[src/cpu_pkg.sv]
`default_nettype none

package cpu_pkg;

  localparam int unsigned xlen       = 64;
  localparam int unsigned reg_addr_w = 5;
  localparam int unsigned zero_reg   = 31;

  localparam logic [10:0] op_add  = 11'b10001011000;
  localparam logic [10:0] op_sub  = 11'b11001011000;
  localparam logic [10:0] op_and  = 11'b10001010000;
  localparam logic [10:0] op_orr  = 11'b10101010000;
  localparam logic [10:0] op_ldur = 11'b11111000010;
  localparam logic [10:0] op_stur = 11'b11111000000;
  localparam logic [9:0]  op_addi = 10'b1001000100;
  localparam logic [9:0]  op_subi = 10'b1101000100;
  localparam logic [7:0]  op_cbz  = 8'b10110100;
  localparam logic [5:0]  op_b    = 6'b000101;

  typedef enum logic [2:0] {
    alu_add,
    alu_sub,
    alu_and,
    alu_or,
    alu_pass_b
  } alu_op_e;

  typedef enum logic [1:0] {
    cls_mem    = 2'b00, // Address add
    cls_branch = 2'b01, // Pass B for CBZ
    cls_rtype  = 2'b10  // Operation from opcode
  } alu_class_e;

  typedef struct packed {
    alu_class_e alu_class;
    logic       alu_src;
    logic       zero_branch;
    logic       uncond_branch;
    logic       mem_read;
    logic       mem_write;
    logic       reg_write;
    logic       mem_to_reg;
  } ctrl_t;

  typedef struct packed {
    logic [xlen-1:0] pc;
    logic [31:0]     instr;
  } if_id_t;

  typedef struct packed {
    ctrl_t                 ctrl;
    logic [xlen-1:0]       pc;
    logic [xlen-1:0]       rs1_data;
    logic [xlen-1:0]       rs2_data;
    logic [xlen-1:0]       imm;
    logic [10:0]           opcode;
    logic [reg_addr_w-1:0] rd;
    logic [reg_addr_w-1:0] rs1;
    logic [reg_addr_w-1:0] rs2;
  } id_ex_t;

  typedef struct packed {
    logic                  zero_branch;
    logic                  uncond_branch;
    logic                  mem_read;
    logic                  mem_write;
    logic                  reg_write;
    logic                  mem_to_reg;
    logic [xlen-1:0]       branch_target;
    logic                  alu_zero;
    logic [xlen-1:0]       alu_result;
    logic [xlen-1:0]       store_data;
    logic [reg_addr_w-1:0] rd;
  } ex_mem_t;

  typedef struct packed {
    logic                  reg_write;
    logic                  mem_to_reg;
    logic [xlen-1:0]       alu_result;
    logic [xlen-1:0]       load_data;
    logic [reg_addr_w-1:0] rd;
  } mem_wb_t;

endpackage

`default_nettype wire

[src/fwd_if.sv]
`timescale 1ns/1ps
`default_nettype none

interface fwd_if;
  logic [cpu_pkg::reg_addr_w-1:0] mem_rd;
  logic                           mem_reg_write;
  logic [cpu_pkg::xlen-1:0]       mem_result;    // EX/MEM ALU result
  logic [cpu_pkg::reg_addr_w-1:0] wb_rd;
  logic                           wb_reg_write;
  logic [cpu_pkg::xlen-1:0]       wb_data;       // Selected writeback value

  modport ex_src (output mem_rd, mem_reg_write, mem_result);
  modport wb_src (output wb_rd, wb_reg_write, wb_data);
  modport fwd_sink (
    input mem_rd, mem_reg_write, mem_result,
    input wb_rd, wb_reg_write, wb_data
  );
  modport rf_sink (input wb_rd, wb_reg_write, wb_data);
endinterface

`default_nettype wire

[src/decode_stage.sv]
`timescale 1ns/1ps
`default_nettype none

module decode_stage (
  input  wire logic                           CLOCK,
  input  wire logic                           rst_n,
  input  wire cpu_pkg::if_id_t                if_id,
  input  wire logic                           ex_mem_read,
  input  wire logic [cpu_pkg::reg_addr_w-1:0] ex_rd,
  fwd_if.rf_sink                              wr,
  output cpu_pkg::id_ex_t                     id_ex,
  output logic                                stall
);

  localparam int unsigned xl = cpu_pkg::xlen;

  logic [31:0]                     instr;
  logic [10:0]                     opcode;
  logic [cpu_pkg::reg_addr_w-1:0]  rn, rm, rd, rs2;
  logic [xl-1:0]                   rs1_data, rs2_data, imm;
  logic                            is_b, is_cbz, is_alu_imm, is_ldur, is_stur, is_rtype;
  logic                            uses_rs1, uses_rs2;
  cpu_pkg::ctrl_t                  ctrl;

  assign instr  = if_id.instr;
  assign opcode = instr[31:21];
  assign rn     = instr[9:5];
  assign rm     = instr[20:16];
  assign rd     = instr[4:0];

  assign is_b       = opcode[10:5] == cpu_pkg::op_b;
  assign is_cbz     = opcode[10:3] == cpu_pkg::op_cbz;
  assign is_alu_imm = (opcode[10:1] == cpu_pkg::op_addi) || (opcode[10:1] == cpu_pkg::op_subi);
  assign is_ldur    = opcode == cpu_pkg::op_ldur;
  assign is_stur    = opcode == cpu_pkg::op_stur;
  assign is_rtype   = (opcode == cpu_pkg::op_add) || (opcode == cpu_pkg::op_sub) ||
                      (opcode == cpu_pkg::op_and) || (opcode == cpu_pkg::op_orr);

  assign rs2 = (is_stur || is_cbz) ? rd : rm; // Rt lives in the Rd field

  always_comb begin
    ctrl = '0;
    if (is_b) begin
      ctrl.alu_class     = cpu_pkg::cls_branch;
      ctrl.uncond_branch = 1'b1;
    end else if (is_cbz) begin
      ctrl.alu_class   = cpu_pkg::cls_branch;
      ctrl.zero_branch = 1'b1;
    end else if (is_alu_imm) begin
      ctrl.alu_class = cpu_pkg::cls_rtype;
      ctrl.alu_src   = 1'b1;
      ctrl.reg_write = 1'b1;
    end else if (is_ldur) begin
      ctrl.alu_src    = 1'b1;
      ctrl.mem_read   = 1'b1;
      ctrl.reg_write  = 1'b1;
      ctrl.mem_to_reg = 1'b1;
    end else if (is_stur) begin
      ctrl.alu_src   = 1'b1;
      ctrl.mem_write = 1'b1;
    end else if (is_rtype) begin
      ctrl.alu_class = cpu_pkg::cls_rtype;
      ctrl.reg_write = 1'b1;
    end
  end

  always_comb begin
    if (is_b) imm = {{(xl-26){instr[25]}}, instr[25:0]};
    else if (is_cbz) imm = {{(xl-19){instr[23]}}, instr[23:5]};
    else if (is_alu_imm) imm = {{(xl-12){1'b0}}, instr[21:10]}; // ALU immediate is unsigned
    else imm = {{(xl-9){instr[20]}}, instr[20:12]};
  end

  // Load-use check only against sources the instruction really reads
  assign uses_rs1 = ctrl.reg_write | ctrl.mem_write;
  assign uses_rs2 = (ctrl.reg_write & ~ctrl.alu_src) | ctrl.mem_write | ctrl.zero_branch;
  assign stall    = ex_mem_read && (ex_rd != cpu_pkg::reg_addr_w'(cpu_pkg::zero_reg)) &&
                    ((uses_rs1 && ex_rd == rn) || (uses_rs2 && ex_rd == rs2));

  reg_file i_reg_file (
    .CLOCK    (CLOCK),
    .rst_n    (rst_n),
    .rs1      (rn),
    .rs2      (rs2),
    .rs1_data (rs1_data),
    .rs2_data (rs2_data),
    .wr       (wr)
  );

  always_comb begin
    id_ex.ctrl     = stall ? '0 : ctrl; // Bubble while held
    id_ex.pc       = if_id.pc;
    id_ex.rs1_data = rs1_data;
    id_ex.rs2_data = rs2_data;
    id_ex.imm      = imm;
    id_ex.opcode   = opcode;
    id_ex.rd       = rd;
    id_ex.rs1      = rn;
    id_ex.rs2      = rs2;
  end

endmodule

`default_nettype wire

[src/reg_file.sv]
`timescale 1ns/1ps
`default_nettype none

module reg_file (
  input  wire logic                           CLOCK,
  input  wire logic                           rst_n,
  input  wire logic [cpu_pkg::reg_addr_w-1:0] rs1,
  input  wire logic [cpu_pkg::reg_addr_w-1:0] rs2,
  output logic      [cpu_pkg::xlen-1:0]       rs1_data,
  output logic      [cpu_pkg::xlen-1:0]       rs2_data,
  fwd_if.rf_sink                              wr
);

  logic [cpu_pkg::xlen-1:0] regs [0:cpu_pkg::zero_reg-1];
  logic                     wr_en;

  assign wr_en = wr.wb_reg_write && (wr.wb_rd != cpu_pkg::reg_addr_w'(cpu_pkg::zero_reg));

  always_ff @(posedge CLOCK or negedge rst_n) begin
    if (!rst_n) begin
      for (int i = 0; i < cpu_pkg::zero_reg; i++) begin
        regs[i] <= {{(cpu_pkg::xlen-32){1'b0}}, i}; // Register i starts at i
      end
    end else if (wr_en) begin
      regs[wr.wb_rd] <= wr.wb_data;
    end
  end

  // Write-first: a read of the register being written sees the new value
  always_comb begin
    if (rs1 == cpu_pkg::reg_addr_w'(cpu_pkg::zero_reg)) rs1_data = '0;
    else if (wr_en && wr.wb_rd == rs1) rs1_data = wr.wb_data;
    else rs1_data = regs[rs1];
    if (rs2 == cpu_pkg::reg_addr_w'(cpu_pkg::zero_reg)) rs2_data = '0;
    else if (wr_en && wr.wb_rd == rs2) rs2_data = wr.wb_data;
    else rs2_data = regs[rs2];
  end

endmodule

`default_nettype wire

[src/flat_wrapper.sv]
// flat-port wrapper written by rule: the top's interface ports become plain ports
module decode_stage_flat 
  (CLOCK, rst_n, if_id, ex_mem_read, ex_rd, id_ex, stall, wr_wb_rd, wr_wb_reg_write, wr_wb_data);
  fwd_if wr_i ();
  input  wire logic CLOCK;
  input  wire logic rst_n;
  input  wire cpu_pkg::if_id_t if_id;
  input  wire logic ex_mem_read;
  input  wire logic [cpu_pkg::reg_addr_w-1:0] ex_rd;
  output cpu_pkg::id_ex_t id_ex;
  output logic stall;
  input wire logic [$bits(wr_i.wb_rd)-1:0] wr_wb_rd;
  input wire logic [$bits(wr_i.wb_reg_write)-1:0] wr_wb_reg_write;
  input wire logic [$bits(wr_i.wb_data)-1:0] wr_wb_data;
  assign wr_i.wb_rd = wr_wb_rd;
  assign wr_i.wb_reg_write = wr_wb_reg_write;
  assign wr_i.wb_data = wr_wb_data;
  decode_stage u_core (.CLOCK(CLOCK), .rst_n(rst_n), .if_id(if_id), .ex_mem_read(ex_mem_read), .ex_rd(ex_rd), .wr(wr_i), .id_ex(id_ex), .stall(stall));
endmodule
[config.mk]
export PLATFORM = sky130hd
export DESIGN_NAME = decode_stage_flat
export DESIGN_NICKNAME = d
export VERILOG_FILES = /design/src/cpu_pkg.sv /design/src/fwd_if.sv /design/src/decode_stage.sv /design/src/reg_file.sv /design/src/flat_wrapper.sv
export SDC_FILE = /design/constraint.sdc
export NUM_CORES = 2
export LEC_CHECK = 0
export BUFFER_PORTS_ARGS = -buffer_cell sky130_fd_sc_hd__buf_4
export CORE_MARGIN = 2
export CORE_UTILIZATION = 63
export CTS_CLUSTER_SIZE = 20
export DETAILED_ROUTE_END_ITERATION = 8
export GPL_ROUTABILITY_DRIVEN = 0
export PLACE_DENSITY = 0.81
export SETUP_SLACK_MARGIN = 0.3
export SLEW_MARGIN = 5
export SYNTH_ARGS = -nofsm -noshare
export SYNTH_HDL_FRONTEND = slang
export SYNTH_SLANG_ARGS = --single-unit
[constraint.sdc]
create_clock -name CLOCK -period 4 [get_ports CLOCK]
set_input_delay 0.4 -clock CLOCK [delete_from_list [all_inputs] [get_ports CLOCK]]
set_output_delay 0.4 -clock CLOCK [all_outputs]
set_load 0.02 [all_outputs]
Yosys cells after proc, flatten, opt, wreduce, memory -nomap -nowiden
Cells that the tools add are included.

Register bits: 1984. Input port bits: 174. Output and inout port bits: 292. Word-level logic and storage cells: 115.

$lt $le $gt $ge: 4. Equality and inequality tests: 18. Multiplexer cells: 40. Bitwise gates (word level): 8. Reductions and logical operators: 14.

Operators with widths (number): $bwmux W1984 (1); $mux W64 (12); $bmux W64 S5 (2); $demux W64 S5 (1); $eq A11 B11 Y1 const B (6); $eq A10 B10 Y1 const B (2); $eq A5 B5 Y1 (4); $ge A6 B6 Y1 const B (3); $not A5 Y6 (3); $mux W2 (7); $mux W1 (12); $eq A5 B5 Y1 const B (2); $ne A5 B5 Y1 const B (2); $mux W9 (1); $eq A8 B8 Y1 const B (1); $logic_and A1 B1 Y1 (8); $mux W4 (2); $eq A6 B3 Y1 const B (1); $logic_or A1 B1 Y1 (6); $lt A6 B1 Y1 const B (1); $mux W5 (1); $mux W3 (1); $or A1 B1 Y1 (3); $and A1 B1 Y1 (1); $not A1 Y1 (1).

Longest topological paths before layout
Word-level depth: 18. Depth in mapped cells: 14.

Modules after synthesis
A second synthesis with hierarchy kept.

Cell total of the unflattened synthesis: 7428. Area total of the unflattened synthesis: 107640.7 µm².

By module, submodules not included: reg_file (times used 1, cells an instance 7168, area an instance 105812.7 µm², sequential area each 49741.5 µm²); decode_stage (times used 1, cells an instance 260, area an instance 1828.0 µm², sequential area each 0.0 µm²).

Worst setup path before layout
Ideal clock, no wire load.

Path type: input -> output. Start point: in if_id[24] (netlist bit). End point: out id_ex[285] (netlist bit). Arrival time: 3.609 ns. Slack: -0.009 ns. Stages on the path: 14. Cell sequence: or4_1 -> nor4_2 -> nor2_2 -> mux2i_1 -> inv_2 -> buf_6 -> buf_2 -> buf_2 -> buf_1 -> xnor2_1 -> nand4_1 -> a21oi_2 -> nor3_1 -> buf_4.

RTL lines: start, declared (line flat_wrapper.sv:7) `input wire cpu_pkg::if_id_t if_id;`; end, declared (line flat_wrapper.sv:10) `output cpu_pkg::id_ex_t id_ex;`.

==> metrics.json <==
{
  "outcome": {
    "outcome": "complete, but fails checks",
    "violations_in_the_final_reports": "design-rule violations, negative hold slack, max-capacitance violations, max-slew violations, negative setup slack"
  },
  "min_path": {
    "min-delay-path-class": "input port to register",
    "min-delay-start": "wr_wb_data[55]"
  },
  "global_route": {
    "grt_busiest_layer": "met2",
    "grt_util_met3_pct": 20.2,
    "antenna_found_initial": 42,
    "grt_max_degree": 150,
    "grt.met2_usage_pct": 65.8,
    "gr-usage-met1_pct": 57.2,
    "first_global_vias": 90600,
    "overall_routing_resource_usage_pct": 47.4,
    "grt_pass1_wl_microns": 607000,
    "grt-ovfl-total": 0
  },
  "critical_path": {
    "endpoint_kind": "output port",
    "setup.worst_path.start": "if_id[24]",
    "critical-path-slowest-cell": "sky130_fd_sc_hd__or4_4",
    "crit_type": "input port to output port",
    "worst-endpoint-required_ps": 3600,
    "critPathMostFrequentCell": "sky130_fd_sc_hd__buf_6",
    "critical_path_arrival_ps": 4370,
    "crit_path_cell_trace": "buf_6, or4_4, buf_6, nor4_4, buf_4, nor3_1, a21oi_4, buf_6, o21ai_0, nor4_2, o21ai_1, a32o_2, buf_6",
    "worstSetupStartpointType": "input port",
    "cp_max_fo": 33,
    "timing.rr.start": "u_core.i_reg_file.regs[693]$_DFFE_PN0P_",
    "timing.critical_path.slowest_cell_delay_ps": 590
  },
  "yosys": {
    "synth.largest_area_cell": "sky130_fd_sc_hd__dfrtp_1",
    "synthDistinctLibCells": 66,
    "post_synth_main_area_contributors": "sky130_fd_sc_hd__dfrtp_1 44%, sky130_fd_sc_hd__mux2_2 21%, sky130_fd_sc_hd__mux4_2 12%",
    "yosysWarningCount": 0,
    "synth-edff-count": 0,
    "syn-num-nets": 8925,
    "synth_seq_cells": 1984,
    "synth_top_cell_area_share_pct": 43.8,
    "synth_sequential_area_ratio_pct": 45.6,
    "asyncSetResetFlopFracSynth_pct": 100,
    "mappedNetlistArea_sq_mm": 0.109,
    "postSynthCellCount": 8751,
    "avgSynthCellArea_sq_um": 12.5,
    "synth-main-ff-cell": "sky130_fd_sc_hd__dfrtp_1"
  },
  "layout": {
    "final_core_occ_pct": 76.8,
    "layout.cells.most_common": "sky130_fd_sc_hd__mux2_2",
    "registers.top_by_ff_count": "u_core.i_reg_file.regs",
    "fraction_of_layout_instances_using_a_drive_strength_above_1_pct": 49.7,
    "max_reg_flops": 1984,
    "fill_cells": 8710,
    "fin_nets": 9267,
    "biggestRegsByFlops": "u_core.i_reg_file.regs (1984)",
    "areaGrowthSynthToFinish_pct": 21.0,
    "most-common-layout-cells": "2013 x sky130_fd_sc_hd__mux2_2, 1909 x sky130_fd_sc_hd__dfrtp_1, 1045 x sky130_fd_sc_hd__nand2_1"
  },
  "clock_network": {
    "clk_path_buf_depth": 3,
    "cts-buffers-inserted": 200,
    "clk-insertion-delay-late_ps": 900,
    "clk_root_buffer_cell": "sky130_fd_sc_hd__clkbuf_16",
    "htree_num_levels": 4,
    "cts.clk_slew.worst_paths_ps": 70,
    "clock_sinks": 1984,
    "cts_tree": "yes"
  },
  "sta": {
    "worst_max_slew_pin_slew_ps": 1530,
    "final_min_period_over_clock_period_pct": 119,
    "hold_ws_ps": -3.80,
    "setup_viol": 73,
    "slew_headroom_pct": -3.26,
    "max_freq_mhz": 210,
    "report.final.hold_viol_count": 1,
    "postLayoutSetupSlackWorst_ps": -772,
    "rsz_0062_raised_after_global_routing": "yes",
    "final_period_minus_worst_setup_slack_ps": 4770,
    "finalMaxSlewViolations": 2,
    "clock-skew-final_ps": 0
  },
  "detailed_routing": {
    "detail_route.iter0.violations": 18500,
    "routedWlPerCell_microns": 38.9,
    "num_vias": 93200,
    "drt.antenna.violating_nets": 0,
    "first_pass_iters": 9,
    "drc": 167,
    "routed_wirelength_microns": 452000,
    "viasPerCell": 8.03
  },
  "die": {
    "floorplan.core_area_sq_mm": 0.172,
    "die_area_sq_mm": 0.176,
    "initial_core_util_pct": 63.5,
    "top_level_ports": 466,
    "die_y_microns": 420,
    "dieWidth_microns": 420,
    "std_cell_rows": 152
  },
  "pwr": {
    "static_leakage_power_uw": 0.0581,
    "power_density_mw_per_mm2": 483,
    "vdd_ir_drop_max_mv": 0.629
  },
  "place": {
    "dpl_wire_length_microns": 225000,
    "portBuffers": 337
  },
  "flow_run": {
    "max-cap-violations": 1
  }
}
==> metrics by stage <==
step	setup slack, ps	instances	total power, uW	area, sq um	TNS, ps
floorplan	296	8751	35900	109000	0
global placement	-640	10900	39900	117000	-31530
detailed placement	-587	10900	40800	117000	-31050
CTS	-237	11500	61100	129000	-7260
global route	-619	11600	65000	132000	-25380
finish	-772	11600	63800	132000	-25290
==> layer usage <==
metal / wire [microns] / share of wire (%)
met5: 613 / 0.14
met4: 51600 / 11
met3: 79000 / 17
met2: 182000 / 40
met1: 139000 / 31
==> power breakdown <==
group	switching [uW]	internal, uW
Combinational	7500	8260
Sequential	3810	24100
Clock	8780	11300
Total	20100	43700
==> cells by family (layout without fill, tap and decap cells) <==
logic type,count (synthesis),in the layout,synth area share [%]
mux,3191,3191,38.2
flops,1984,1984,45.6
simple gates,1444,1444,5.55
compound gates,1076,1076,6.33
buf+inv,1037,1547,4.10
xor+xnor,19,19,0.153
other cells,0,31,0
==> Yosys cell counts, drive strengths merged (75+ instances only) <==
cell type  number
dfrtp        1909
nand3          96
clkbuf        726
buf           303
dfstp          75
nor2           77
nand2        1084
mux2         2032
mux2i         583
o22ai         125
mux4          576
a31oi         104
o21ai         318
a21oi         237
==> path summary, 6_finish.rpt <==
check | endpoint | slack [ps] | cells after the start
max | id_ex[143] | -770 | 13
min | u_core.i_reg_file.regs[439]$_DFFE_PN0P_ | -4 | 2
max reg2reg | u_core.i_reg_file.regs[693]$_DFFE_PN0P_ | 3080 | 1
min reg2reg | u_core.i_reg_file.regs[1402]$_DFFE_PN0P_ | 530 | 1
max in group asynchronous | u_core.i_reg_file.regs[1287]$_DFFE_PN0P_ | 2330 | 4
min in group asynchronous | u_core.i_reg_file.regs[1627]$_DFFE_PN0P_ | 180 | 2
==> repair_timing <==
item	in CTS	in global routing
cloned	58	11
setup buffers	149	90
pin swaps	193	153
resized for setup	622	318
hold buffers	5	6
setup endpoints to repair	73	75
hold endpoints to repair	95	13
==> worst max-delay path: cells and delay by family <==
kind,cells,cell delay (ps)
buffers and inverters,5,1140
AND/OR/NAND/NOR,4,1410
AO/OA/AOI/OAI,4,1350
==> area by class of cell <==
cell class / instances / area (sq um) / share of cell area [%]
Sequential cell: 1984 / 49700 / 37.7
Timing Repair Buffer: 1165 / 14600 / 11.1
Timing Repair inverter: 4 / 96.3 / 0.0730
Clock inverter: 72 / 948 / 0.719
Inverter: 8 / 73.8 / 0.0560
Multi-Input combinational cell: 5730 / 57600 / 43.7
Clock buffer: 298 / 5880 / 4.45
Tap cell: 2310 / 2890 / 2.19
Antenna cell: 31 / 77.6 / 0.0588
(Power assumes the default switching activity.)
